$ cat config.mk
export PLATFORM = sky130hd
export DESIGN_NAME = execute
export DESIGN_NICKNAME = d
export VERILOG_FILES = /design/src/procIsa_pkg.sv /design/src/procPipe_pkg.sv /design/src/execute.sv
export SDC_FILE = /design/constraint.sdc
export NUM_CORES = 1
export LEC_CHECK = 0
export ABC_AREA = 0
export ABC_CLOCK_PERIOD_IN_PS = 4100
export BUFFER_PORTS_ARGS = -buffer_cell sky130_fd_sc_hd__buf_2
export CORE_AREA = 3 3 126 128
export CTS_BUF_LIST = sky130_fd_sc_hd__clkbuf_8 sky130_fd_sc_hd__clkbuf_16
export CTS_CLUSTER_DIAMETER = 40
export DETAILED_ROUTE_END_ITERATION = 10
export DIE_AREA = 0 0 129 131
export PLACE_DENSITY = 0.58
export REMOVE_ABC_BUFFERS = 1
export SLEW_MARGIN = 25
export SYNTH_ARGS = -nofsm -noshare
export SYNTH_HDL_FRONTEND = slang
export SYNTH_SLANG_ARGS = --single-unit
$ cat constraint.sdc
create_clock -name clk -period 4.1 [get_ports clk]
set_clock_uncertainty 0.1 [all_clocks]
set_input_delay 0.615 -clock clk [delete_from_list [all_inputs] [get_ports clk]]
set_output_delay 0.615 -clock clk [all_outputs]
set_load 0.01 [all_outputs]
$ cat src/procIsa_pkg.sv
// Instruction set definitions for the 16-bit five-stage processor
// Word and register index types
// Opcode and ALU operation enums
// Instruction field positions and widths
// Instruction and data memory sizes
package procIsa_pkg;

    localparam int WordW = 16;
    localparam int RegW = 3;
    localparam int NumRegs = 8;
    localparam int OpW = 4;

    // LSB of each instruction field
    localparam int OpPos = 12;
    localparam int RdPos = 9;
    localparam int RsPos = 6;
    localparam int RtPos = 3;
    localparam int ImmPos = 0;

    // I-format immediate and branch offset widths
    localparam int ImmW = 6;
    localparam int OffW = 9;

    localparam int ImemDepth = 256;
    localparam int DmemDepth = 256;
    localparam int ImemAddrW = 8;
    localparam int DmemAddrW = 8;

    typedef logic [WordW-1:0] wordT;
    typedef logic [RegW-1:0] regAddrT;

    // Encodings 10 to 15 are undefined
    typedef enum logic [OpW-1:0] {
        opAdd  = 4'd0,
        opSub  = 4'd1,
        opAnd  = 4'd2,
        opXor  = 4'd3,
        opAddi = 4'd4,
        opLd   = 4'd5,
        opSt   = 4'd6,
        opBeqz = 4'd7,
        opBnez = 4'd8,
        opHalt = 4'd9
    } opcodeT;

    // Same order as the R-format opcodes
    typedef enum logic [1:0] {
        aluAdd = 2'd0,
        aluSub = 2'd1,
        aluAnd = 2'd2,
        aluXor = 2'd3
    } aluOpT;

endpackage

$ cat src/procPipe_pkg.sv
// Pipeline definitions for the 16-bit five-stage processor
// Control word and the four pipeline register structs
// Forward select codes
// Source register helpers shared by decode and hazard logic
package procPipe_pkg;
    import procIsa_pkg::*;

    localparam logic [1:0] FwdReg = 2'd0;
    localparam logic [1:0] FwdExMem = 2'd1;
    localparam logic [1:0] FwdMemWb = 2'd2;

    typedef struct packed {
        aluOpT aluOp;
        logic  useImm;
        logic  readRs;
        logic  readRt;
        logic  memRead;
        logic  memWrite;
        logic  regWrite;
        logic  branchZero;
        logic  branchNonZero;
        logic  halt;
    } ctrlT;

    typedef struct packed {
        logic valid;
        wordT pc;
        wordT instr;
    } ifIdT;

    typedef struct packed {
        logic    valid;
        wordT    pc;
        ctrlT    ctrl;
        regAddrT rs;
        regAddrT rt;
        regAddrT rd;
        wordT    rsVal;
        wordT    rtVal;
        wordT    imm;
    } idExT;

    typedef struct packed {
        logic    valid;
        ctrlT    ctrl;
        regAddrT rd;
        wordT    aluRes;
        wordT    storeVal;
    } exMemT;

    typedef struct packed {
        logic    valid;
        logic    regWrite;
        logic    halt;
        regAddrT rd;
        wordT    data;
    } memWbT;

    // Branches test the register held in the rd slot
    function automatic regAddrT srcRs(input wordT instr, input ctrlT ctrl);
        return (ctrl.branchZero || ctrl.branchNonZero) ? instr[RdPos +: RegW]
                                                       : instr[RsPos +: RegW];
    endfunction

    // Stores take their data from the rd slot
    function automatic regAddrT srcRt(input wordT instr, input ctrlT ctrl);
        return ctrl.memWrite ? instr[RdPos +: RegW] : instr[RtPos +: RegW];
    endfunction

endpackage

$ cat src/execute.sv
`timescale 1ns/1ps
// Execute stage
// Operand forwarding muxes
// ALU with add, subtract, and, xor
// Zero-test branch resolution and target
// EX/MEM pipeline register
module execute import procIsa_pkg::*, procPipe_pkg::*; (
    input  logic       clk,
    input  logic       rst,
    input  idExT       idEx,
    input  logic [1:0] fwdA,
    input  logic [1:0] fwdB,
    input  wordT       exMemFwd,
    input  wordT       memWbFwd,
    output exMemT      exMem,
    output logic       branchTaken,
    output wordT       branchTarget
);

    wordT opA;
    wordT rtFwd;
    wordT opB;
    wordT aluRes;

    function automatic wordT fwdMux(input logic [1:0] sel, input wordT regVal,
                                    input wordT emVal, input wordT mwVal);
        case (sel)
            FwdExMem: return emVal;
            FwdMemWb: return mwVal;
            default:  return regVal;
        endcase
    endfunction

    always_comb begin
        opA = fwdMux(fwdA, idEx.rsVal, exMemFwd, memWbFwd);
        rtFwd = fwdMux(fwdB, idEx.rtVal, exMemFwd, memWbFwd);
    end

    assign opB = idEx.ctrl.useImm ? idEx.imm : rtFwd;

    always_comb begin
        case (idEx.ctrl.aluOp)
            aluSub:  aluRes = opA - opB;
            aluAnd:  aluRes = opA & opB;
            aluXor:  aluRes = opA ^ opB;
            default: aluRes = opA + opB;
        endcase
    end

    // Resolved on the forwarded rs value
    assign branchTaken = idEx.valid &&
                         ((idEx.ctrl.branchZero && (opA == '0)) ||
                          (idEx.ctrl.branchNonZero && (opA != '0)));
    assign branchTarget = idEx.pc + 16'd1 + idEx.imm;

    always_ff @(posedge clk) begin
        if (rst) begin
            exMem.valid <= 1'b0;
        end else begin
            exMem.valid <= idEx.valid;
            exMem.ctrl <= idEx.ctrl;
            exMem.rd <= idEx.rd;
            exMem.aluRes <= aluRes;
            exMem.storeVal <= rtFwd;
        end
    end

endmodule

## Word-level counts from Yosys, hierarchy flattened

Cells that the tools add are included.

| cells by class | value |
|---|---|
| eq/ne operators | 7 |
| multiplexer cells | 4 |
| bitwise gates (word level) | 2 |
| reduce and logical (&&, ||, !) cells | 6 |
| add/sub/neg operators | 4 |

Operators by type and width:

| operator | number |
|---|---|
| $pmux 16 s2 | 2 |
| $pmux 16 s3 | 1 |
| $add 16x16->16 | 2 |
| $add 16x1->16 const B | 1 |
| $and 16x16->16 | 1 |
| $logic_not 16->1 | 1 |
| $mux 16 | 1 |
| $reduce_bool 16->1 | 1 |
| $sub 16x16->16 | 1 |
| $xor 16x16->16 | 1 |
| $eq 2x2->1 const B | 4 |
| $eq 2x1->1 const B | 3 |
| $logic_and 1x1->1 | 3 |
| $logic_or 1x1->1 | 1 |

| storage, ports and cells | value |
|---|---|
| logic and storage cells | 37 |
| bits of input ports | 123 |
| output and inout port bits | 64 |
| register bits after elaboration | 47 |

## Depth between registers and ports, before layout

| logic depth | value |
|---|---|
| depth after elaboration | 6 |
| depth in mapped cells | 21 |
| depth with buffers taken out | 18 |

## Worst setup path after synthesis

Ideal clock, no wire load.

| timing path | value |
|---|---|
| path kind | input-to-reg |
| start | input fwdB[0] |
| end | register exMem[30] in the netlist's numbering (data pin) |
| library setup time | 271 ps |
| data arrival time | 4080 ps |
| path buffers | 3 |
| data required time | 3729 ps |
| setup slack | -351 ps |
| cell stages on the path | 20 |
| cell sequence | inv_1 -> ha_1 -> buf_2 -> buf_6 -> buf_2 -> nand2_1 -> o21ai_0 -> a21boi_1 -> ha_1 -> nor2_1 -> xor2_1 -> ha_1 -> nor2b_1 -> o21ai_1 -> a21oi_1 -> o41ai_1 -> o31ai_1 -> o41ai_1 -> xor2_1 -> mux2i_1 |

| between the ends | value |
|---|---|
| cells in the longest elaborated chain, start to end | 5 |
| elaborated cells on any way between the ends | 9 |
| classes of those cells | add/sub: 2; eq/ne: 2; mux: 3; bitwise: 2 |

RTL lines:

| item | line | source |
|---|---|---|
| start: declaration | execute.sv:12 | `input logic [1:0] fwdB,` |
| $eq 2x2->1 or $eq 2x1->1 (tied branches) | execute.sv:27 | `case (sel)` |
| $pmux 16 s2 (*) | execute.sv:27 |  |
| named net rtFwd[1] | execute.sv:21 | `wordT rtFwd;` |
| $mux 16 (*) | execute.sv:39 | `assign opB = idEx.ctrl.useImm ? idEx.imm : rtFwd;` |
| $add 16x16->16 or $sub 16x16->16 (tied branches) | execute.sv:46, execute.sv:43 |  |
| $pmux 16 s3 (*) | execute.sv:42 | `case (idEx.ctrl.aluOp)` |
| named net aluRes[14] | execute.sv:23 | `wordT aluRes;` |
| end: declaration | execute.sv:15 | `output exMemT exMem,` |

The timed path passes the listed nets; every way through them passes the cells marked *.
A chain may end at the register's enable or synchronous reset.

## Worst setup path after layout

Ends and elaborated chain as after synthesis.

==> metrics.cfg <==
[yosys]
ys_seq_area_share_pct=29.9
ys_warn_count=0
syn_area_per_cell_um2=9.08
ys_ff_latch=47
netlist_instances=517
ys.flop_type=edfxtp_1
synth_area_mm2=0.00469
synth-async-reset-ratio_pct=0
ys_types=53
synth_enable_flop_cells=46

[floorplan]
design.core.area_mm2=0.0150
placementRows=45
start_util_pct=31.3
io-pin-count=187
die_width_um=129
die_y_um=131
die_area_mm2=0.0169

[grt]
overflow=0
met3_usage_pct=3.66
grt_first_pass_wirelength_um=23800
met1_usage_pct=21.6
grtUsageMet2_pct=32.0
first_global_vias=4805
track_usage_pct=17.7
antenna_found_initial=0
grt_busiest_layer=met2
grt_max_degree=47

[clocking]
numCtsBuffers=5
clkTransAtPathRegs_ns=0.07
clock-sinks=47
clock_path_buffers=2
h-tree-depth=2
postCtsHoldBufs=0
root_buffer=clkbuf_16
tritoncts=done

[final_layout]
multi_input_area_mm2=0.00335
final_common_cell=buf_2
nFillCells=1461
top_regs=exMem x47
utilization_pct=46.5
register_area_mm2=0.00140
syn_to_final_growth_pct=48.3
layout-drive-gt1-share_pct=44.1
antenna_cells=0
mostFrequentLayoutCells=178 x buf_2, 87 x buf_4, 54 x ha_1
regMostFlops=exMem
largest_register_ffs=47
final_nets=957

[critical_path]
worst-endpoint-arrival_ns=3.88
setup.worst_path.start_class=input port
setup.worst_path.class=in2reg
worstPathMaxFanout=5
path_cells=buf_6 -> inv_2 -> ha_4 -> buf_6 -> nand2_4 -> o21ai_4 -> o31ai_2 -> buf_4 -> nand2_4 -> o41ai_4 -> xor2_1 -> ha_1 -> a21o_1 -> o41ai_2 -> buf_4 -> o31ai_4 -> o41ai_2 -> xor2_1 -> mux2i_1
cp.required_ns=4.05
critPathSlowestCell=o41ai_2
critical-path-max-stage-delay_ns=0.34
cp-end-kind=flip-flop

[sta]
slew_violations=0
period_minus_slack_ns=3.94
final-setup-viol-count=0
relSlewSlack_pct=56.7
max_freq_ghz=0.254
fin_crit_sh_pct=96.1
worst_pin_slew_ns=0.649
final-hold-violation-count=0
hold_slack_ns=0.388

[pwr]
power_density_mw_per_mm2=332
p_leak_nw=3.26
total_power_mw=2.31
irDropWorstVdd_uv=176

[routing]
via_per_inst=5.07
drtIter0Drc=204
postRouteWirelength_um=15900
num_vias=4890
dr.pass1.iters=5
wire_per_inst_um=16.5
antenna_left=0
drc=0

[run_status]
status=complete, no violations

[placement]
dp_hpwl_um=12700
gp_congestion=0.852
numPortBuffers=180

[min_path]
min_path_type=in2reg

[flow_run]
drv_cap=0

[worst max-delay path: cells and delay by family]
kind                       cells  cell delay [ns]
AOI/OAI and AO/OA              7             1.50
muxes                          1             0.08
xor gates and xnor gates       2             0.44
buffers and inverters          5             0.65
adders and majority gates      2             0.49
and+or+nand+nor                2             0.12
[cell families after synthesis]
kind of cell / count (synthesis) / share of synthesized area, %
flops: 47 / 29.9
buf+inv: 54 / 4.96
xor+xnor: 39 / 7.28
compound gates: 156 / 22.1
simple gates: 138 / 14.5
mux: 25 / 5.49
fa+ha+maj: 58 / 15.8
[report_power, final]
part           internal (mW)  leakage [nW]  total [mW]  switching (mW)
sequential             0.612         0.457       0.627          0.0155
clock                  0.291        0.0804       0.497           0.206
combinational          0.576          2.72        1.19           0.612
total                   1.48          3.26        2.31           0.834
[layout make-up]
type / count / area share (%)
multi-input combinational: 416 / 48.1
clock inverter: 3 / 0.665
sequential: 47 / 20.1
tap: 188 / 3.38
inverter: 31 / 1.71
timing repair buffer: 275 / 24.2
clock buffer: 5 / 1.80
[stage by stage]
stage	worst slack, ns	cells	cell area, µm²	setup TNS (ns)
after floorplan	-0.481	494	4580	-1.30
after global placement	-0.386	949	6370	-1.88
after detailed placement	-0.448	949	6370	-2.54
final	0.162	965	6960	0
after global routing	-0.0404	965	6960	-0.0404
after CTS	0.0187	957	6580	0
[worst paths after layout]
kind	start	end	slack, ns	cells after the start
worst max-delay path	fwdB[0]	exMem[30]$_DFFE_PN_	0.16	19
worst min-delay path	idEx[60]	exMem[38]$_DFFE_PN_	0.39	1
[timing repair]
action,4_1_cts,5_1_grt
pin swaps,2,31
gates resized for setup,10,67
setup buffers,0,8
setup endpoints to repair,5,7
[Yosys cell counts, types with 2 or more instances]
library cell	n	area [µm²]
edfxtp_1	46	1380
nor2b_1	10	62.6
a22oi_1	29	218
nor3b_1	2	15.0
o21bai_1	2	15.0
inv_1	30	113
mux2i_1	19	190
mux2_2	6	67.6
buf_6	3	33.8
ha_1	56	701
and3_1	3	18.8
a211oi_1	2	15.0
a21o_1	5	37.5
a221oi_2	5	75.1
o2111a_1	2	22.5
xnor2_1	24	210
nand2b_1	5	31.3
xor2_1	15	131
o21a_1	6	45.0
o41ai_1	3	26.3
or3_1	5	31.3
o31ai_1	9	67.6
a31oi_1	2	12.5
nand4_1	2	12.5
a21boi_0	2	15.0
buf_2	6	30.0
a221oi_1	2	17.5
o21ai_0	42	210
nor3b_2	2	25.0
o21ai_1	4	20.0
fa_1	2	40.0
nor2_1	35	131
a21oi_1	34	170
o211ai_1	2	15.0
nand3_1	6	30.0
nand2_1	48	180
clkbuf_1	13	48.8
nor4_1	4	25.0
nor3_1	10	50.1
[layer usage]
layer | wire, µm | part of all wire, % | vias up
li1 | - | - | 2430
met1 | 6700 | 42 | 2255
met2 | 7950 | 50 | 182
met3 | 957 | 6.0 | 23
met4 | 279 | 1.8 | 0
met5 | 0 | 0 | -
(Power assumes the default switching activity.)
