--- config.mk ---
export PLATFORM = sky130hd
export DESIGN_NAME = decode
export DESIGN_NICKNAME = d
export VERILOG_FILES = /design/src/procIsa_pkg.sv /design/src/procPipe_pkg.sv /design/src/decode.sv
export SDC_FILE = /design/constraint.sdc
export NUM_CORES = 1
export LEC_CHECK = 0
export BUFFER_PORTS_ARGS = -buffer_cell sky130_fd_sc_hd__buf_4
export CAP_MARGIN = 20
export CORE_MARGIN = 2
export CORE_UTILIZATION = 60
export CTS_BUF_LIST = sky130_fd_sc_hd__clkbuf_8
export DETAILED_ROUTE_END_ITERATION = 12
export GPL_TIMING_DRIVEN = 0
export PLACE_DENSITY = 0.84
export SETUP_SLACK_MARGIN = 0.2
export SYNTH_ARGS = -nofsm -noshare
export SYNTH_HDL_FRONTEND = slang
export SYNTH_SLANG_ARGS = --single-unit
--- constraint.sdc ---
create_clock -name clk -period 5.8 [get_ports clk]
set_clock_uncertainty 0.15 [all_clocks]
set_input_delay 0.29 -clock clk [delete_from_list [all_inputs] [get_ports clk]]
set_output_delay 0.29 -clock clk [all_outputs]
set_load 0.01 [all_outputs]
--- src/procIsa_pkg.sv ---
// Instruction set definitions for the 16-bit five-stage processor
// Word and register index types
// Opcode and ALU operation enums
// Instruction field positions and widths
// Instruction and data memory sizes
package procIsa_pkg;

    localparam int WordW = 16;
    localparam int RegW = 3;
    localparam int NumRegs = 8;
    localparam int OpW = 4;

    // LSB of each instruction field
    localparam int OpPos = 12;
    localparam int RdPos = 9;
    localparam int RsPos = 6;
    localparam int RtPos = 3;
    localparam int ImmPos = 0;

    // I-format immediate and branch offset widths
    localparam int ImmW = 6;
    localparam int OffW = 9;

    localparam int ImemDepth = 256;
    localparam int DmemDepth = 256;
    localparam int ImemAddrW = 8;
    localparam int DmemAddrW = 8;

    typedef logic [WordW-1:0] wordT;
    typedef logic [RegW-1:0] regAddrT;

    // Encodings 10 to 15 are undefined
    typedef enum logic [OpW-1:0] {
        opAdd  = 4'd0,
        opSub  = 4'd1,
        opAnd  = 4'd2,
        opXor  = 4'd3,
        opAddi = 4'd4,
        opLd   = 4'd5,
        opSt   = 4'd6,
        opBeqz = 4'd7,
        opBnez = 4'd8,
        opHalt = 4'd9
    } opcodeT;

    // Same order as the R-format opcodes
    typedef enum logic [1:0] {
        aluAdd = 2'd0,
        aluSub = 2'd1,
        aluAnd = 2'd2,
        aluXor = 2'd3
    } aluOpT;

endpackage

--- src/procPipe_pkg.sv ---
// Pipeline definitions for the 16-bit five-stage processor
// Control word and the four pipeline register structs
// Forward select codes
// Source register helpers shared by decode and hazard logic
package procPipe_pkg;
    import procIsa_pkg::*;

    localparam logic [1:0] FwdReg = 2'd0;
    localparam logic [1:0] FwdExMem = 2'd1;
    localparam logic [1:0] FwdMemWb = 2'd2;

    typedef struct packed {
        aluOpT aluOp;
        logic  useImm;
        logic  readRs;
        logic  readRt;
        logic  memRead;
        logic  memWrite;
        logic  regWrite;
        logic  branchZero;
        logic  branchNonZero;
        logic  halt;
    } ctrlT;

    typedef struct packed {
        logic valid;
        wordT pc;
        wordT instr;
    } ifIdT;

    typedef struct packed {
        logic    valid;
        wordT    pc;
        ctrlT    ctrl;
        regAddrT rs;
        regAddrT rt;
        regAddrT rd;
        wordT    rsVal;
        wordT    rtVal;
        wordT    imm;
    } idExT;

    typedef struct packed {
        logic    valid;
        ctrlT    ctrl;
        regAddrT rd;
        wordT    aluRes;
        wordT    storeVal;
    } exMemT;

    typedef struct packed {
        logic    valid;
        logic    regWrite;
        logic    halt;
        regAddrT rd;
        wordT    data;
    } memWbT;

    // Branches test the register held in the rd slot
    function automatic regAddrT srcRs(input wordT instr, input ctrlT ctrl);
        return (ctrl.branchZero || ctrl.branchNonZero) ? instr[RdPos +: RegW]
                                                       : instr[RsPos +: RegW];
    endfunction

    // Stores take their data from the rd slot
    function automatic regAddrT srcRt(input wordT instr, input ctrlT ctrl);
        return ctrl.memWrite ? instr[RdPos +: RegW] : instr[RtPos +: RegW];
    endfunction

endpackage

--- src/decode.sv ---
`timescale 1ns/1ps
// Instruction decode stage
// Eight-entry register file with r0 tied to zero
// Write-back bypass on both read ports
// Immediate and branch offset sign extension
// ID/EX pipeline register with bubble insert
module decode import procIsa_pkg::*, procPipe_pkg::*; (
    input  logic  clk,
    input  logic  rst,
    input  ifIdT  ifId,
    input  ctrlT  decCtrl,
    input  logic  stall,
    input  logic  flush,
    input  memWbT memWb,
    output idExT  idEx
);

    wordT    regFile [NumRegs];
    regAddrT rsAddr;
    regAddrT rtAddr;
    regAddrT rdAddr;
    wordT    rsVal;
    wordT    rtVal;
    wordT    imm;
    logic    wbEn;

    assign rsAddr = srcRs(ifId.instr, decCtrl);
    assign rtAddr = srcRt(ifId.instr, decCtrl);
    assign rdAddr = ifId.instr[RdPos +: RegW];
    assign wbEn = memWb.valid && memWb.regWrite && (memWb.rd != '0);

    always_ff @(posedge clk) begin
        if (wbEn) begin
            regFile[memWb.rd] <= memWb.data;
        end
    end

    // Reads see the value being written this cycle
    always_comb begin
        rsVal = regFile[rsAddr];
        if (rsAddr == '0) begin
            rsVal = '0;
        end else if (wbEn && (memWb.rd == rsAddr)) begin
            rsVal = memWb.data;
        end
        rtVal = regFile[rtAddr];
        if (rtAddr == '0) begin
            rtVal = '0;
        end else if (wbEn && (memWb.rd == rtAddr)) begin
            rtVal = memWb.data;
        end
    end

    always_comb begin
        if (decCtrl.branchZero || decCtrl.branchNonZero) begin
            imm = {{(WordW-OffW){ifId.instr[ImmPos+OffW-1]}}, ifId.instr[ImmPos +: OffW]};
        end else begin
            imm = {{(WordW-ImmW){ifId.instr[ImmPos+ImmW-1]}}, ifId.instr[ImmPos +: ImmW]};
        end
    end

    always_ff @(posedge clk) begin
        if (rst) begin
            idEx.valid <= 1'b0;
        end else begin
            idEx.valid <= ifId.valid && !stall && !flush;
            idEx.pc <= ifId.pc;
            idEx.ctrl <= decCtrl;
            idEx.rs <= rsAddr;
            idEx.rt <= rtAddr;
            idEx.rd <= rdAddr;
            idEx.rsVal <= rsVal;
            idEx.rtVal <= rtVal;
            idEx.imm <= imm;
        end
    end

endmodule

## Word level (Yosys, flattened, before mapping)

Memory sizes are Yosys's and may differ from the RTL's. A register that Yosys moved wholly into a read port is not among the register bits.
Cells that the tools add are included.
W data, S select, Z words.

| storage, ports and cells | value |
|---|---|
| register bits after elaboration | 53 |
| RAM bits | 128 |
| bits of input ports | 70 |
| word-level logic and storage cells | 34 |
| memories | 1 |

| operators by class | value |
|---|---|
| mux-type cells | 5 |
| reductions and logical operators | 12 |

Memories:

| memory | depth | width | read ports | clocked after memory_dff | write ports | line | RTL |
|---|---|---|---|---|---|---|---|
| regFile | 8 | 16 | 2 | 2 | 1 | decode.sv:18 | `wordT regFile [NumRegs];` |

Operator list:

| cell | count |
|---|---|
| $mux W16 | 1 |
| $logic_not A3 Y1 | 2 |
| $mux W3 | 2 |
| $logic_and A1 B1 Y1 | 4 |
| $logic_not A1 Y1 | 4 |
| $reduce_bool A3 Y1 | 1 |
| $mux W1 | 2 |
| $logic_or A1 B1 Y1 | 1 |

## Depth between registers and ports, before layout

| logic depth | value |
|---|---|
| depth after elaboration | 4 |
| depth in mapped cells | 8 |

## Worst setup path before layout

No wires, ideal clock.

| path | value |
|---|---|
| path type | input-to-reg |
| start | input rst |
| end | register idEx[0] in the netlist's numbering, enable pin |
| data arrival time | 1.782 ns |
| required time | 5.219 ns |
| path slack | 3.437 ns |
| stages | 1 |
| path buffers | 0 |
| path through | inv_1 |

RTL lines:

| element | line | RTL |
|---|---|---|
| start: declaration | decode.sv:9 | `input logic rst,` |
| end: declaration | decode.sv:15 | `output idExT idEx` |

No word-level cell between the ends.

## Worst setup path after layout

| path | value |
|---|---|
| start | input ifId[3] in the netlist's numbering |
| end | register idEx[28] (netlist name) |

| on the way | value |
|---|---|
| cells in the longest elaborated chain, start to end | 2 |

RTL lines:

| element | line | RTL |
|---|---|---|
| start: declaration | decode.sv:10 | `input ifIdT ifId,` |
| $mux W3 (*) | procPipe_pkg.sv:67 | `return ctrl.memWrite ? instr[RdPos +: RegW] : instr[RtPos +: RegW];` |
| $logic_not A3 Y1 | decode.sv:47 | `if (rtAddr == '0) begin` |

Every way passes the cells marked *; elsewhere a longest branch is shown, timed or not.
A chain may end at the register's enable or synchronous reset.

==> summary.md <==
| Metric | Value |
|---|---|
| Reg2Reg Depth | `5` |
| Status | `completed` |
| Mux share of post-synthesis cell area | `7.37%` |
| CTS resizes | `0` |
| Hold Path Sink | `regFile[4][10]` |
| TritonCTS clock tree | `built` |
| Via count | `8254` |
| Fin crit share | `58.6%` |
| Synth top area share | `62.2%` |
| Die area | `17500 sq um` |
| H-tree depth | `2` |
| Unique masters post-synth | `43` |
| Fmax | `294 MHz` |
| Antenna Nets Post-Route | `0` |
| First-pass DRT Iterations | `6` |
| Die height | `132 um` |
| Synth area leaders | `edfxtp_1 62%, mux2i_1 6.8%, nor2b_1 4.1%` |
| DRC | `0` |
| Synth Area in Adders | `0%` |
| Worst setup EP type | `register` |
| Min-delay worst type | `in -> reg` |
| CP Cell Sequence | `dlygate4sd3_1, buf_4, clkbuf_1, clkbuf_1, clkbuf_1, nand2_1, a22oi_1, a21oi_1, o21ai_0, a32o_1` |
| Cell mode on critical path | `clkbuf_1` |
| Fill cell count | `929` |
| Synthesis warning total | `0` |
| RSZ-0062 raised after global routing | `no` |
| Delay-heaviest family, CP | `buffers and inverters` |
| PwrDens | `294 nW/um^2` |
| CP arrival | `3.65 ns` |
| Total track usage | `33.9%` |
| Area delta synth->final | `28.6%` |
| Final min period | `3.40 ns` |
| WL per Instance | `23.7 um` |
| XOR/XNOR share of the synthesized area | `0.177%` |
| Reg2reg setup slack | `3.89 ns` |
| Synth Area in Simple Gates | `8.32%` |
| Reg-to-reg critical path startpoint | `regFile[2][6]` |
| Skew-Pair Late Insertion Delay | `0.54 ns` |
| Synth Area in Compound Gates | `18.1%` |
| Core Rows | `46` |
| Worst Hold Path Cells | `2` |
| Crit path largest cell delay | `0.57 ns` |
| CTS buffer count | `35` |
| Power Total | `3.74 mW` |
| Worst path bufs/invs | `5` |
| Synth Area per Inst | `12.8 sq um` |
| Layout cell share with drive strength beyond 1 | `23.2%` |
| Final net count | `1103` |
| Largest family of logic cells by synthesized area | `compound AO/OA/AOI/OAI gates` |
| Vias in the first global route | `8174` |
| Hold Startpoint | `memWb[16]` |
| FF-to-FF End | `idEx[22]` |
| Core area | `16000 sq um` |
| Dpl ws | `2.67 ns` |
| Post-synth top area cell | `edfxtp_1` |
| Final Hold Viols | `0` |
| Slew HR | `31.3%` |
| Sequential fraction of the synthesis area | `62.4%` |
| RePlAce Congestion | `0.959` |
| Max_cap viols | `0` |
| CP required | `6.05 ns` |
| Global-route wire length before repair | `45.1 mm` |
| Largest net degree at the start of global routing | `78` |
| CP max stage cell | `clkbuf_1` |
| Mapped Area | `9900 sq um` |
| Final setup fails | `0` |
| CTS root buf | `clkbuf_8` |
| Worst-margin pin slew | `1.03 ns` |
| Startpoint Class | `input pin` |
| DIE WIDTH | `132 um` |
| Setup TNS | `0 ns` |
| CTS sink cnt | `206` |
| Leak | `4.83 nW` |
| Initial drt markers | `1273` |
| Worst setup margin | `2.40 ns` |
| Yosys reg bits | `206` |
| GRT overflow | `0` |
| Routed WL | `30.2 mm` |
| Worst Setup Path Type | `in -> reg` |
| DR vias/cell | `6.47` |
| Initial antenna violation count | `1` |
| Cells after Synth | `772` |
| Placed wire-length estimate | `19.5 mm` |
| CP max FO | `10` |
| Max IR drop VDD | `202 uV` |
| Input/output buffers | `148` |
| Final slew viol count | `0` |
| Clk slew on worst S/H paths | `0.06 ns` |
| Longest Clk Path Bufs | `3` |
| Io pins | `155` |
| Starting density of the core | `61.9%` |
[synth_stat cells]
cell type  count
o21ai_0       16
o311ai_0       1
o21bai_1       1
nor4_1         1
mux2i_2        1
nor4_4         1
and3_1         1
o22a_1        33
mux2i_1       67
buf_6          1
o22ai_1       32
nand2_1       70
a32o_1        16
buf_4         13
nor3_1         4
a21oi_2        1
edfxtp_1     205
a31oi_1       35
nor2b_1       65
a21oi_1       50
o211ai_1      15
buf_2         14
or3_1          1
nand2b_1       4
conb_1         1
o21ai_1        7
dfxtp_1        1
nor3b_1        2
o41ai_1       16
buf_1          1
a22oi_1       16
mux2i_4        2
clkbuf_1      38
or2_1          2
a221oi_1       2
nand3_1        2
xnor2_1        2
a211o_1       15
inv_1          8
o21ba_2        1
nor4b_1        1
nor2_1         6
inv_2          1
[layer usage]
| metal | GRT usage [%] | vias to the layer above | wire length (um) | share of wire [%] |
|---|---|---|---|---|
| met2 | 53.9 | 692 | 14300 | 47 |
| li1 | - | 3554 | - | - |
| met3 | 10.9 | 111 | 4250 | 14 |
| met5 | 0 | - | 0 | 0 |
| met1 | 41.9 | 3897 | 10500 | 35 |
| met4 | 17.3 | 0 | 1210 | 4.0 |
[layout by cell type (no fill, tap or decap), drive strengths merged]
master       netlist  routed
a211o             15      15
a21oi             51      51
a221oi             2       2
a22oi             16      16
a31oi             35      35
a32o              16      16
and3               1       1
buf               29     183
bufinv             0       4
clkbuf            38      76
clkinv             0      15
clkinvlp           0       1
conb               1      16
dfxtp              1       1
diode              0       1
dlygate4sd3        0      55
edfxtp           205     205
inv                9      14
mux2i             70      70
nand2             70      70
nand2b             4       4
nand3              2       2
nor2               6       6
nor2b             65      65
nor3               4       4
nor3b              2       2
nor4               2       2
nor4b              1       1
o211ai            15      15
o21ai             23      23
o21ba              1       1
o21bai             1       1
o22a              33      33
o22ai             32      32
o311ai             1       1
o41ai             16      16
or2                2       2
or3                1       1
xnor2              2       2
[timing repair]
action                    4_1_cts  5_1_grt
hold endpoints to repair      170        0
hold buffers                   55        0
buffers inserted                0        0
[flip-flops by register name, indices dropped and copies added (netlist names)]
register,cells
regFile,128
idEx,78
[report_power, final]
| part | total, mW | internal (mW) | leakage (nW) | switching [mW] |
|---|---|---|---|---|
| Combinational | 0.594 | 0.255 | 2.50 | 0.339 |
| Clock | 1.38 | 0.785 | 0.394 | 0.594 |
| Sequential | 1.76 | 1.73 | 1.93 | 0.0319 |
[logic make-up after synthesis]
kind of cell / after synthesis
AOI/OAI and AO/OA: 257
xor gates and xnor gates: 2
buffers and inverters: 76
DFF: 206
muxes: 70
other: 1
and+or+nand+nor: 160
[worst max path at each step]
stage                from        endpoint  slack (ns)  cells after the start
4_1_cts        decCtrl[4]        idEx[25]        2.61                     10
2_1_floorplan         rst         idEx[0]        3.44                      1
5_1_grt        decCtrl[4]        idEx[25]        2.33                      9
3_3_place_gp    memWb[17]  regFile[1][12]        2.48                      4
6_report          ifId[3]        idEx[28]        2.40                     10
3_5_place_dp      ifId[3]        idEx[28]        2.67                      9
[layout make-up]
cell class / count / area [sq um] / area share [%]
diodes: 1 / 2.50 / 0.0197
plain buffers: 67 / 325 / 2.56
clock buffers: 38 / 523 / 4.11
clock inverters: 25 / 210 / 1.65
inverters: 9 / 36.3 / 0.285
multi-input cells: 505 / 3450 / 27.1
flip-flops and latches: 206 / 6180 / 48.5
well taps: 216 / 270 / 2.12
repair buffers: 209 / 1740 / 13.7
[metrics by stage]
step,utilization (%),instance area [sq um],cells,hold slack (ns)
after floorplan,-,9960,787,0.216
after global placement,70.9,11300,1151,0.303
after detailed placement,71.5,11400,1157,0.320
after CTS,79.6,12700,1275,0.0367
after global routing,79.6,12700,1276,0.0523
final,79.6,12700,1276,0.0585
Note: power is estimated with default switching activity, not from simulation.
