$ cat config.mk
export PLATFORM = sky130hd
export DESIGN_NAME = pipeControl
export DESIGN_NICKNAME = d
export VERILOG_FILES = /design/src/procIsa_pkg.sv /design/src/procPipe_pkg.sv /design/src/pipeControl.sv
export SDC_FILE = /design/constraint.sdc
export NUM_CORES = 1
export LEC_CHECK = 0
export BUFFER_PORTS_ARGS = -buffer_cell sky130_fd_sc_hd__buf_2
export CAP_MARGIN = 40
export CORE_AREA = 2 2 81 83
export CTS_CLUSTER_SIZE = 28
export DETAILED_ROUTE_END_ITERATION = 7
export DIE_AREA = 0 0 83 85
export GPL_TIMING_DRIVEN = 0
export SLEW_MARGIN = 0
export SYNTH_ARGS = -nofsm -noshare
export SYNTH_HDL_FRONTEND = slang
export SYNTH_SLANG_ARGS = --single-unit
$ cat constraint.sdc
create_clock -name clk -period 1.35 [get_ports clk]
set_clock_uncertainty 0.2 [all_clocks]
set_input_delay 0.135 -clock clk [delete_from_list [all_inputs] [get_ports clk]]
set_output_delay 0.135 -clock clk [all_outputs]
set_load 0.01 [all_outputs]
$ cat src/procIsa_pkg.sv
// Instruction set definitions for the 16-bit five-stage processor
// Word and register index types
// Opcode and ALU operation enums
// Instruction field positions and widths
// Instruction and data memory sizes
package procIsa_pkg;

    localparam int WordW = 16;
    localparam int RegW = 3;
    localparam int NumRegs = 8;
    localparam int OpW = 4;

    // LSB of each instruction field
    localparam int OpPos = 12;
    localparam int RdPos = 9;
    localparam int RsPos = 6;
    localparam int RtPos = 3;
    localparam int ImmPos = 0;

    // I-format immediate and branch offset widths
    localparam int ImmW = 6;
    localparam int OffW = 9;

    localparam int ImemDepth = 256;
    localparam int DmemDepth = 256;
    localparam int ImemAddrW = 8;
    localparam int DmemAddrW = 8;

    typedef logic [WordW-1:0] wordT;
    typedef logic [RegW-1:0] regAddrT;

    // Encodings 10 to 15 are undefined
    typedef enum logic [OpW-1:0] {
        opAdd  = 4'd0,
        opSub  = 4'd1,
        opAnd  = 4'd2,
        opXor  = 4'd3,
        opAddi = 4'd4,
        opLd   = 4'd5,
        opSt   = 4'd6,
        opBeqz = 4'd7,
        opBnez = 4'd8,
        opHalt = 4'd9
    } opcodeT;

    // Same order as the R-format opcodes
    typedef enum logic [1:0] {
        aluAdd = 2'd0,
        aluSub = 2'd1,
        aluAnd = 2'd2,
        aluXor = 2'd3
    } aluOpT;

endpackage

$ cat src/procPipe_pkg.sv
// Pipeline definitions for the 16-bit five-stage processor
// Control word and the four pipeline register structs
// Forward select codes
// Source register helpers shared by decode and hazard logic
package procPipe_pkg;
    import procIsa_pkg::*;

    localparam logic [1:0] FwdReg = 2'd0;
    localparam logic [1:0] FwdExMem = 2'd1;
    localparam logic [1:0] FwdMemWb = 2'd2;

    typedef struct packed {
        aluOpT aluOp;
        logic  useImm;
        logic  readRs;
        logic  readRt;
        logic  memRead;
        logic  memWrite;
        logic  regWrite;
        logic  branchZero;
        logic  branchNonZero;
        logic  halt;
    } ctrlT;

    typedef struct packed {
        logic valid;
        wordT pc;
        wordT instr;
    } ifIdT;

    typedef struct packed {
        logic    valid;
        wordT    pc;
        ctrlT    ctrl;
        regAddrT rs;
        regAddrT rt;
        regAddrT rd;
        wordT    rsVal;
        wordT    rtVal;
        wordT    imm;
    } idExT;

    typedef struct packed {
        logic    valid;
        ctrlT    ctrl;
        regAddrT rd;
        wordT    aluRes;
        wordT    storeVal;
    } exMemT;

    typedef struct packed {
        logic    valid;
        logic    regWrite;
        logic    halt;
        regAddrT rd;
        wordT    data;
    } memWbT;

    // Branches test the register held in the rd slot
    function automatic regAddrT srcRs(input wordT instr, input ctrlT ctrl);
        return (ctrl.branchZero || ctrl.branchNonZero) ? instr[RdPos +: RegW]
                                                       : instr[RsPos +: RegW];
    endfunction

    // Stores take their data from the rd slot
    function automatic regAddrT srcRt(input wordT instr, input ctrlT ctrl);
        return ctrl.memWrite ? instr[RdPos +: RegW] : instr[RtPos +: RegW];
    endfunction

endpackage

$ cat src/pipeControl.sv
`timescale 1ns/1ps
// Pipeline control
// Opcode decode into the control word
// Load-use stall and forward source selection
// Flush on taken branch and while a HALT drains
// Sticky halted and error flags
module pipeControl import procIsa_pkg::*, procPipe_pkg::*; (
    input  logic       clk,
    input  logic       rst,
    input  ifIdT       ifId,
    input  idExT       idEx,
    input  exMemT      exMem,
    input  memWbT      memWb,
    input  logic       branchTaken,
    output ctrlT       decCtrl,
    output logic       stall,
    output logic       flush,
    output logic [1:0] fwdA,
    output logic [1:0] fwdB,
    output logic       halted,
    output logic       err
);

    opcodeT  opcode;
    logic    undefOp;
    regAddrT ifRs;
    regAddrT ifRt;
    logic    loadUse;
    logic    haltRetire;
    logic    haltInFlight;
    logic    haltReg;
    logic    errNow;
    logic    errReg;

    // Younger producer wins, r0 never forwarded
    function automatic logic [1:0] fwdSel(input regAddrT src, input exMemT em,
                                          input memWbT mw);
        if (src == '0) begin
            return FwdReg;
        end
        if (em.valid && em.ctrl.regWrite && !em.ctrl.memRead && (em.rd == src)) begin
            return FwdExMem;
        end
        if (mw.valid && mw.regWrite && (mw.rd == src)) begin
            return FwdMemWb;
        end
        return FwdReg;
    endfunction

    assign opcode = opcodeT'(ifId.instr[OpPos +: OpW]);

    always_comb begin
        decCtrl = '0;
        undefOp = 1'b0;
        case (opcode)
            opAdd, opSub, opAnd, opXor: begin
                // R-format low bits are the ALU encoding
                decCtrl.aluOp = aluOpT'(opcode[1:0]);
                decCtrl.readRs = 1'b1;
                decCtrl.readRt = 1'b1;
                decCtrl.regWrite = 1'b1;
            end
            opAddi: begin
                decCtrl.useImm = 1'b1;
                decCtrl.readRs = 1'b1;
                decCtrl.regWrite = 1'b1;
            end
            opLd: begin
                decCtrl.useImm = 1'b1;
                decCtrl.readRs = 1'b1;
                decCtrl.memRead = 1'b1;
                decCtrl.regWrite = 1'b1;
            end
            opSt: begin
                decCtrl.useImm = 1'b1;
                decCtrl.readRs = 1'b1;
                decCtrl.readRt = 1'b1;
                decCtrl.memWrite = 1'b1;
            end
            opBeqz: begin
                decCtrl.readRs = 1'b1;
                decCtrl.branchZero = 1'b1;
            end
            opBnez: begin
                decCtrl.readRs = 1'b1;
                decCtrl.branchNonZero = 1'b1;
            end
            opHalt: decCtrl.halt = 1'b1;
            default: undefOp = 1'b1;
        endcase
    end

    // Load in EX feeding the instruction in decode
    assign ifRs = srcRs(ifId.instr, decCtrl);
    assign ifRt = srcRt(ifId.instr, decCtrl);
    assign loadUse = ifId.valid && idEx.valid && idEx.ctrl.memRead && (idEx.rd != '0) &&
                     ((decCtrl.readRs && (idEx.rd == ifRs)) ||
                      (decCtrl.readRt && (idEx.rd == ifRt)));

    always_comb begin
        fwdA = fwdSel(idEx.rs, exMem, memWb);
        fwdB = fwdSel(idEx.rt, exMem, memWb);
    end

    // Everything behind a HALT is squashed until reset
    assign haltRetire = memWb.valid && memWb.halt;
    assign haltInFlight = (idEx.valid && idEx.ctrl.halt) ||
                          (exMem.valid && exMem.ctrl.halt) || haltRetire;
    assign flush = branchTaken || haltInFlight || haltReg;
    assign stall = loadUse && !flush;
    assign halted = haltReg || haltRetire;

    assign errNow = ifId.valid && undefOp && !flush;
    assign err = errReg || errNow;

    always_ff @(posedge clk) begin
        if (rst) begin
            haltReg <= 1'b0;
            errReg <= 1'b0;
        end else begin
            if (haltRetire) begin
                haltReg <= 1'b1;
            end
            if (errNow) begin
                errReg <= 1'b1;
            end
        end
    end

endmodule

# After elaboration in Yosys (flattened, before gate mapping)
# Index checks and enable logic that the tools add are counted.
# W data, S select, Z words.
[classes]
n_eq_ne = 15
muxes = 37
reduce_logical = 39
[op_table]
columns = ["cell", "count"]
rows = [
  ["$mux W2", 13],
  ["$mux W1", 22],
  ["$logic_and A1 B1 Y1", 19],
  ["$eq A3 B3 Y1", 6],
  ["$eq A4 B3 Y1 const B", 4],
  ["$reduce_or A10 Y1", 1],
  ["$reduce_or A9 Y1", 1],
  ["$eq A4 B2 Y1 const B", 2],
  ["$eq A4 B4 Y1 const B", 2],
  ["$logic_or A1 B1 Y1", 8],
  ["$logic_not A3 Y1", 2],
  ["$mux W3", 2],
  ["$reduce_or A6 Y1", 1],
  ["$reduce_or A5 Y1", 1],
  ["$eq A4 B1 Y1 const B", 1],
  ["$logic_not A4 Y1", 1],
  ["$reduce_or A4 Y1", 1],
  ["$reduce_bool A3 Y1", 1],
  ["$reduce_or A3 Y1", 1],
  ["$logic_not A1 Y1", 2],
]
[totals]
regBits = 2
elab_cells = 93

# Logic depth before layout (Yosys ltp)
# Gate-level depths: netlist (run 1).
[depth]
word_depth = 10
ltp_mapped = 7
depth_no_buf = 6

# Least setup slack after synthesis (run 1)
# OpenSTA, ideal clock, no wires.
[synth_path]
path_kind = "input -> output"
start = "in ifId[13] (netlist name)"
end = "out stall"
required_ps = 1015
path_stages = 5
path_slack_ps = -306
arrival_time_ps = 1321
cell_sequence = "buf_4 > or2_2 > o21ai_0 > nand3_1 > o31ai_2"
[synth_rtl]
columns = ["element", "line", "source"]
rows = [
  ["start, declared", "pipeControl.sv:10", "input ifIdT ifId,"],
  ["end, declared", "pipeControl.sv:16", "output logic stall,"],
]

# Worst setup path in the final report (run 1)
[layout_path]
start = "in ifId[13] (netlist name)"
end = "out stall"
[layout_between]
elab_chain_cells = 9
word_cells_on_any_way = 26
classes_between = "eq/ne: 10; mux: 7; reduce/logical: 9"
[layout_rtl]
columns = ["element", "line", "source"]
rows = [
  ["$eq A4 B3 Y1 / $eq A4 B4 Y1 (equally long branches)", "pipeControl.sv:55", "case (opcode)"],
  ["$mux W1", "pipeControl.sv:55", ""],
  ["$logic_or A1 B1 Y1", "procPipe_pkg.sv:61", "return (ctrl.branchZero || ctrl.branchNonZero) ? instr[RdPos +: RegW]"],
  ["$mux W3", "procPipe_pkg.sv:61", ""],
  ["$eq A3 B3 Y1", "pipeControl.sv:97", "((decCtrl.readRs && (idEx.rd == ifRs)) ||"],
  ["$logic_and A1 B1 Y1", "pipeControl.sv:97", ""],
  ["$logic_or A1 B1 Y1 (*)", "pipeControl.sv:97", ""],
  ["$logic_and A1 B1 Y1 (*)", "pipeControl.sv:96", "assign loadUse = ifId.valid && idEx.valid && idEx.ctrl.memRead && (idEx.rd != '0) &&"],
  ["$logic_and A1 B1 Y1 (*)", "pipeControl.sv:110", "assign stall = loadUse && !flush;"],
]
# Mark *: on every way between the ends. The rest lies on a longest branch, timed or not.

==> impl_metrics.py, run 1 <==
metrics = {
    "logic_synthesis": {
        "dominantRegCellSynth": "dfxtp_1",
        "synth_edf_count": 0,
        "yosysUniqueCellTypes": 40,
        "netlist_area_um2": 711,
        "ys.warnings.count": 0,
        "avgSynthCellArea_um2": 7.25,
        "yosysSeqAreaShare": 0.0563,
        "synth-async-reset-ratio": 0,
        "synth_nets": 288,
        "ys_seq_elements": 2,
        "syn_inst": 98,
    },
    "placement": {
        "post-place-cells": 235,
        "dp_hpwl_mm": 2.39,
        "port_buffers": 60,
        "place_ws_ps": -605,
        "gp_congestion": 0.760,
    },
    "power": {
        "swShare": 0.339,
        "p_int_mw": 0.471,
        "p_seq_frac": 0.090,
        "p_leak_nw": 0.691,
        "p_comb_frac": 0.585,
        "power.share.clock": 0.325,
        "power-per-cell-area_nw_per_um2": 466,
        "power.total_mw": 0.713,
        "p_switching_mw": 0.242,
        "ir_drop_mv": 0.348,
    },
    "finish": {
        "drive_above_1_share": 0.652,
        "fill_cells": 668,
        "multi_input_comb_area_um2": 763,
        "final-seq-area_um2": 41.3,
        "instances_no_fill": 255,
        "antenna_cells": 0,
        "area_delta_synth_final_pct": 115,
        "final_nets": 370,
    },
    "global_routing": {
        "grt_pass1_wl_mm": 5.07,
        "grt_use_total": 0.0889,
        "globalRouteOverflowTotal": 0,
        "antenna_found_initial": 0,
        "grt_max_degree": 11,
        "grt_pass1_vias": 1073,
    },
    "timing": {
        "period_minus_slack_ps": 1860,
        "fin_ws_ps": -507,
        "hold_slack_ps": 137,
        "slew_violations": 0,
        "fin_crit_sh": 1.38,
        "worst_pin_slew_ps": 392,
        "final_hold_viol_count": 0,
        "rsz0062_at_grt": "yes",
        "finalSetupViolCount": 6,
        "finalSetupTns_ps": -979,
        "max_freq_ghz": 0.538,
        "slew_headroom": 0.737,
    },
    "worst_setup_path": {
        "max_stage_delay_ps": 590,
        "crit_start": "ifId[13]",
        "r2r_slack_ps": 160,
        "arrival_ps": 1520,
        "crit_chain": "buf_6 > or4b_4 > nand3_2 > a21o_1 > nand3_2 > o31ai_4 > buf_2",
        "critPathLaunchType": "input pin",
        "r2r_cells": 5,
        "crit_buf_inv": 2,
        "rr_endpoint": "errReg",
        "worstSetupEndpointType": "output port",
        "crit_slowest_cell": "or4b_4",
        "crit_type": "in2out",
        "required_ps": 1010,
        "cp_top_family": "simple AND/OR/NAND/NOR gates",
        "path_max_fanout": 3,
        "r2r-start": "haltReg",
        "path_common_cell": "nand3_2",
    },
    "cts": {
        "insertion_delay_ps": 210,
        "cts_root_buffer": "clkbuf_8",
        "cts-htree-levels": 1,
        "clkTransAtPathRegs_ps": 30,
        "numCtsBuffers": 3,
        "cts.sinks": 2,
        "cts_tree": "yes",
        "clockBufferDepth": 2,
    },
    "die": {
        "initial_utilization": 0.115,
        "die_h_um": 85,
        "coreArea_um2": 6200,
        "rows": 29,
        "io_pins": 209,
        "die_area_um2": 7060,
        "die-width_um": 83,
    },
    "worst_hold_path": {
        "hold_class": "in2reg",
        "holdPathEnd": "haltReg",
        "hold_depth": 4,
        "min-delay-start": "memWb[19]",
    },
    "run_status": {
        "status": "finished, violations left",
        "violations": "setup timing",
    },
    "drt": {
        "routed_via_density": 4.07,
        "num_vias": 1037,
        "wirelength_mm": 3.24,
        "drt_iter0_drc": 16,
        "drt_first_pass_iters": 4,
        "drc_errors": 0,
        "detail-route-antenna-nets": 0,
        "wl_per_cell_um": 12.7,
    },
    "job": {
        "maxCapViolCount": 0,
    },
}
[cell usage in the layout (no fill, tap or decap), drive strengths merged, types with 2 or more instances in the layout]
cell type,synthesis,routed
nor3,4,4
inv,3,3
o31a,2,2
nor2,10,10
nor4,2,2
a31oi,2,2
xor2,9,9
xnor2,6,6
clkbuf,0,3
nand3,8,8
o21ai,5,5
a21oi,6,6
buf,4,80
nor3b,4,4
mux2i,3,3
dfxtp,2,2
nand2,5,5
nand2b,4,4
a21o,2,2
[cell type report]
type	count	share of cell area
clock buffer	3	0.0270
buffer	4	0.0254
inverter	4	0.0131
timing repair buffer	77	0.345
multi-input combinational	88	0.499
tap	77	0.0630
sequential	2	0.0270
[sequential cells by signal (all words and copies together), names as in the netlist]
name	count
haltReg	1
errReg	1
[logic make-up after synthesis]
logic type,share of synthesized area
muxes,0.0423
xor gates and xnor gates,0.185
and+or+nand+nor,0.421
DFF,0.0563
AOI/OAI and AO/OA,0.238
buffers and inverters,0.0581
[worst register-to-register path: cells and delay by family, from the launching register on]
family | cells | cell delay, ps
AND/OR/NAND/NOR | 2 | 240
flip-flops | 1 | 300
buffers and inverters | 1 | 140
AO/OA/AOI/OAI | 2 | 250
[cell usage after synthesis, types with 2 or more instances]
master	count	share of area
nor3_1	3	0.021
xnor2_1	6	0.074
o21ai_0	2	0.014
nand3_2	3	0.042
a31oi_1	2	0.018
a21oi_1	6	0.042
nor3b_1	4	0.042
o21ai_2	2	0.025
dfxtp_1	2	0.056
nand2_1	5	0.026
mux2i_1	3	0.042
nand3_1	5	0.035
nand2b_1	4	0.035
nor4_1	2	0.018
inv_1	3	0.016
a21o_1	2	0.021
buf_4	2	0.021
o31a_1	2	0.025
xor2_1	9	0.11
nor2_1	10	0.053
buf_2	2	0.014
[power groups by stage]
stage	clock network [mW]	registers, mW	logic [mW]
6_report	0.232	0.0640	0.417
5_1_grt	0.252	0.0644	0.455
4_1_cts	0.237	0.0638	0.396
3_5_place_dp	0	0.0639	0.292
3_3_place_gp	0	0.0638	0.288
2_1_floorplan	0	0.0636	0.156
[per-layer routing]
metal / share of wire / track usage
met3: 0.092 / 0.0292
met5: 0 / 0
met2: 0.51 / 0.168
met1: 0.40 / 0.100
met4: 0 / 0.00894
[stage by stage]
stage               area (um2)  utilization
finish                    1530        0.246
global route              1530        0.246
CTS                       1500        0.241
detailed placement        1120        0.180
global placement          1120        0.180
floorplan                  719            -
[worst max path at each step]
stage,endpoint,slack [ps],cells after the start
finish,stall,-510,7
detailed placement,stall,-600,8
floorplan,stall,-230,6
global placement,stall,-590,8
global route,stall,-580,7
CTS,stall,-530,7
[what timing repair did]
| action | in CTS | in global routing |
|---|---|---|
| resized for setup | 43 | 23 |
| endpoints found under the hold margin | 2 | 0 |
| pin swaps | 13 | 9 |
| hold buffers | 1 | 0 |
| buffers inserted | 22 | 6 |
| endpoints found under the setup margin | 8 | 10 |
(Power assumes the default switching activity.)
==> run 2, diff against run 1 <==
clock period = 2.1 ns   (was 1.35 ns; I/O delays follow)
==> run 2 against run 1 <==
  * The run now ends clean
  * Global-route usage decreased by 0.96 points
  * Setup slack improved by 570 ps
  * Via count decreased by 5.6%
  * Utilization is 5.1 points lower
  * Largest cell class unchanged
  * Largest power group unchanged
  * Highest routed layer is now met5
==> impl_metrics.py, run 2 (synthesized netlist as in run 1, its figures left out) <==
metrics = {
    "timing": {
        "hold_slack_ps": 71.6,
        "period_minus_slack_ps": 2040,
        "slew_headroom": 0.758,
        "rsz0062_at_grt": "yes",
        "worst_pin_slew_ps": 359,
        "final_hold_viol_count": 0,
        "fin_crit_sh": 0.971,
        "max_freq_ghz": 0.490,
        "finalSetupViolCount": 0,
        "finalSetupTns_ps": 0,
        "fin_ws_ps": 60.8,
        "slew_violations": 0,
    },
    "power": {
        "p_seq_frac": 0.105,
        "p_int_mw": 0.258,
        "swShare": 0.338,
        "power.share.clock": 0.383,
        "power-per-cell-area_nw_per_um2": 322,
        "p_comb_frac": 0.512,
        "p_switching_mw": 0.131,
        "power.total_mw": 0.389,
        "p_leak_nw": 0.561,
        "ir_drop_mv": 0.223,
    },
    "worst_setup_path": {
        "r2r_slack_ps": 890,
        "required_ps": 1690,
        "crit_type": "in2out",
        "path_max_fanout": 3,
        "rr_endpoint": "errReg",
        "r2r_cells": 4,
        "r2r-start": "haltReg",
        "arrival_ps": 1630,
        "worstSetupEndpointType": "output port",
        "critPathLaunchType": "input pin",
    },
    "worst_hold_path": {
        "hold_depth": 3,
        "hold_class": "in2reg",
        "holdPathEnd": "haltReg",
        "min-delay-start": "memWb[19]",
    },
    "drt": {
        "drt_iter0_drc": 16,
        "wirelength_mm": 2.86,
        "drt_first_pass_iters": 3,
        "num_vias": 979,
        "drc_errors": 0,
        "routed_via_density": 4.08,
        "detail-route-antenna-nets": 0,
        "wl_per_cell_um": 11.9,
    },
    "die": {
        "die_area_um2": 7060,
        "die-width_um": 83,
        "rows": 29,
        "die_h_um": 85,
        "io_pins": 209,
        "initial_utilization": 0.115,
        "coreArea_um2": 6200,
    },
    "job": {
        "maxCapViolCount": 0,
    },
    "global_routing": {
        "antenna_found_initial": 2,
        "globalRouteOverflowTotal": 0,
        "grt_pass1_wl_mm": 4.57,
        "grt_max_degree": 11,
        "grt_pass1_vias": 973,
        "grt_use_total": 0.0793,
    },
    "cts": {
        "insertion_delay_ps": 210,
        "numCtsBuffers": 3,
        "cts_tree": "yes",
        "clkTransAtPathRegs_ps": 30,
        "cts-htree-levels": 1,
        "clockBufferDepth": 2,
        "cts.sinks": 2,
        "cts_root_buffer": "clkbuf_8",
    },
    "finish": {
        "reg_top3": "errReg (1), haltReg (1)",
        "fill_cells": 696,
        "finish.utilization": 0.195,
        "layout_common_cells": "buf_2, nor2_1, xor2_1, xnor2_1",
        "drive_above_1_share": 0.521,
        "final_nets": 355,
        "area_delta_synth_final_pct": 70.2,
        "final_common_cell": "buf_2",
        "antenna_cells": 0,
        "instances_no_fill": 240,
        "finalInstanceArea_um2": 1210,
    },
    "placement": {
        "gp_congestion": 0.743,
        "post-place-cells": 235,
        "place_ws_ps": 32.5,
        "postPlaceCellArea_um2": 1110,
        "dp_hpwl_mm": 2.49,
        "port_buffers": 60,
    },
    "run_status": {
        "status": "completed",
    },
}
run 2: final cells by class:
class / instances / area [um2] / area share
Sequential cell: 2 / 40.0 / 0.0331
Clock buffer: 3 / 41.3 / 0.0341
Buffer: 4 / 31.3 / 0.0259
Multi-Input combinational cell: 88 / 649 / 0.537
Tap cell: 77 / 96.3 / 0.0796
Inverter: 4 / 17.5 / 0.0145
Timing Repair Buffer: 62 / 334 / 0.276
run 2: worst max-delay path by stage:
stage / from / depth (start not counted) / slack (ps) / endpoint
after floorplan: ifId[13] / 5 / 290 / stall
after global placement: ifId[15] / 8 / 30 / stall
after detailed placement: ifId[15] / 8 / 30 / stall
after CTS: ifId[15] / 8 / 20 / stall
after global routing: ifId[14] / 9 / -50 / stall
final: ifId[13] / 8 / 60 / stall
run 2: repair_timing:
| item | in CTS | in global routing |
|---|---|---|
| endpoints found under the setup margin | 0 | 1 |
| buffers inserted | 0 | 1 |
| endpoints found under the hold margin | 2 | 0 |
| resized for setup | 0 | 14 |
| hold buffers | 1 | 0 |
run 2: power by group through the flow:
stage                     clock [mW]  sequential [mW]  combinational [mW]
final                          0.149           0.0410               0.199
after CTS                      0.155           0.0408               0.190
after global routing           0.159           0.0410               0.221
after global placement             0           0.0411               0.185
after floorplan                    0           0.0409              0.0981
after detailed placement           0           0.0413               0.187
run 2: routing by layer:
layer / vias to the layer above / share of wire / wire, um / track usage
met1: 426 / 0.43 / 1240 / 0.0917
met2: 54 / 0.42 / 1200 / 0.130
met5: - / 0.0084 / 24 / 0
li1: 489 / - / - / -
met3: 6 / 0.13 / 358 / 0.0409
met4: 4 / 0.013 / 38 / 0.0209
run 2: critical path, stage by stage:
cell     delay [ps]
buf_8           100
or4b_4          580
inv_4            90
o21ai_2          60
nand3_1         100
nand3_2          80
o31ai_2         230
buf_2           180
==> run 3, diff against run 2 <==
RECOVER_POWER = 25   (was not set)
==> run 3 against run 2 <==
  * Combinational power about the same
  * Global-route usage unchanged
  * Routed wire length up 0.49%
  * Cell count unchanged
  * Largest power group unchanged
  * Highest routed layer unchanged
==> impl_metrics.py, run 3 (synthesized netlist as in run 1, its figures left out) <==
metrics = {
    "finish": {
        "instances_no_fill": 240,
        "reg_top3": "errReg (1), haltReg (1)",
        "final_nets": 355,
        "finish.utilization": 0.194,
        "finalInstanceArea_um2": 1200,
        "area_delta_synth_final_pct": 69.0,
        "fill_cells": 698,
        "multi_input_comb_area_um2": 646,
        "layout_common_cells": "buf_2, nor2_1, xor2_1, xnor2_1, a21oi_1",
        "antenna_cells": 0,
        "drive_above_1_share": 0.491,
        "final-seq-area_um2": 40.0,
        "final_common_cell": "buf_2",
    },
    "power": {
        "power.total_mw": 0.387,
        "power-per-cell-area_nw_per_um2": 323,
        "p_leak_nw": 0.546,
        "ir_drop_mv": 0.228,
    },
    "drt": {
        "drt_iter0_drc": 14,
        "num_vias": 980,
        "wirelength_mm": 2.88,
        "routed_via_density": 4.08,
        "detail-route-antenna-nets": 0,
        "wl_per_cell_um": 12.0,
        "drc_errors": 0,
        "drt_first_pass_iters": 3,
    },
    "die": {
        "die_h_um": 85,
        "die-width_um": 83,
        "coreArea_um2": 6200,
        "io_pins": 209,
        "initial_utilization": 0.115,
        "die_area_um2": 7060,
        "rows": 29,
    },
    "worst_setup_path": {
        "worstSetupEndpointType": "output port",
        "rr_endpoint": "errReg",
        "r2r_cells": 4,
        "arrival_ps": 1630,
        "crit_slowest_cell": "or4b_4",
        "max_stage_delay_ps": 580,
        "critPathLaunchType": "input pin",
        "crit_chain": "buf_8 > or4b_4 > inv_4 > o21ai_2 > nand3_1 > nand3_2 > o31ai_2 > buf_2",
        "required_ps": 1690,
        "crit_type": "in2out",
        "r2r-start": "haltReg",
        "r2r_slack_ps": 780,
        "path_max_fanout": 3,
    },
    "global_routing": {
        "grt_max_degree": 11,
        "grt_pass1_vias": 973,
        "globalRouteOverflowTotal": 0,
        "grt_use_total": 0.0793,
        "grt_pass1_wl_mm": 4.57,
        "antenna_found_initial": 2,
    },
    "cts": {
        "cts_tree": "yes",
        "cts_root_buffer": "clkbuf_8",
        "clkTransAtPathRegs_ps": 30,
        "cts-htree-levels": 1,
        "insertion_delay_ps": 210,
        "clockBufferDepth": 2,
        "numCtsBuffers": 3,
        "cts.sinks": 2,
    },
    "timing": {
        "max_freq_ghz": 0.490,
        "slew_headroom": 0.758,
        "fin_ws_ps": 60.8,
        "finalSetupTns_ps": 0,
        "fin_crit_sh": 0.971,
        "rsz0062_at_grt": "yes",
        "final_hold_viol_count": 0,
        "slew_violations": 0,
        "period_minus_slack_ps": 2040,
        "finalSetupViolCount": 0,
        "worst_pin_slew_ps": 359,
        "hold_slack_ps": 106,
    },
    "placement": {
        "dp_hpwl_mm": 2.49,
        "gp_congestion": 0.743,
        "place_ws_ps": 32.5,
        "post-place-cells": 235,
        "postPlaceCellArea_um2": 1110,
        "port_buffers": 60,
    },
    "worst_hold_path": {
        "hold_depth": 3,
        "hold_class": "in2reg",
        "min-delay-start": "memWb[19]",
        "holdPathEnd": "haltReg",
    },
    "run_status": {
        "status": "completed",
    },
    "job": {
        "maxCapViolCount": 0,
    },
}
==> run 3: changes by cell type in the layout (fill, tap and decap cells not counted), sizes merged <==
cell | previous run | this run
buf | 65 | 61
clkbuf | 3 | 7
==> run 3: where the power goes <==
| part | leakage (nW) | total [mW] | internal (mW) | switching, mW |
|---|---|---|---|---|
| registers | 0.0164 | 0.0407 | 0.0402 | 0.000569 |
| logic | 0.508 | 0.198 | 0.0951 | 0.103 |
| clock network | 0.0216 | 0.149 | 0.121 | 0.0281 |
| total | 0.546 | 0.387 | 0.256 | 0.131 |
==> run 3: metal layers <==
| layer | vias up | track usage | part of all wire |
|---|---|---|---|
| met5 | - | 0 | 0.0083 |
| met4 | 4 | 0.0209 | 0.013 |
| met3 | 6 | 0.0409 | 0.12 |
| met2 | 54 | 0.130 | 0.42 |
| met1 | 427 | 0.0917 | 0.44 |
| li1 | 489 | - | - |
==> run 3: layout make-up <==
type	instances	area share
Tap cell	77	0.0802
Multi-Input combinational cell	88	0.538
Buffer	4	0.0260
Sequential cell	2	0.0333
Inverter	4	0.0146
Timing Repair Buffer	62	0.274
Clock buffer	3	0.0344
==> run 3: worst max path at each step <==
stage | start | to | slack (ps) | cells after the start
global placement | ifId[15] | stall | 30 | 8
CTS | ifId[15] | stall | 20 | 8
finish | ifId[13] | stall | 60 | 8
detailed placement | ifId[15] | stall | 30 | 8
floorplan | ifId[13] | stall | 290 | 5
global route | ifId[14] | stall | -50 | 9
==> run 3: what timing repair did <==
item	CTS	global route
hold buffers	1	0
buffers inserted	0	1
hold endpoints to repair	2	0
gates resized for setup	0	14
endpoints found under the setup margin	0	1
==> run 3: worst max-delay path, delay by kind of cell <==
| kind | cells | cell delay (ps) |
|---|---|---|
| simple gates | 3 | 760 |
| compound gates | 2 | 290 |
| buf+inv | 3 | 370 |
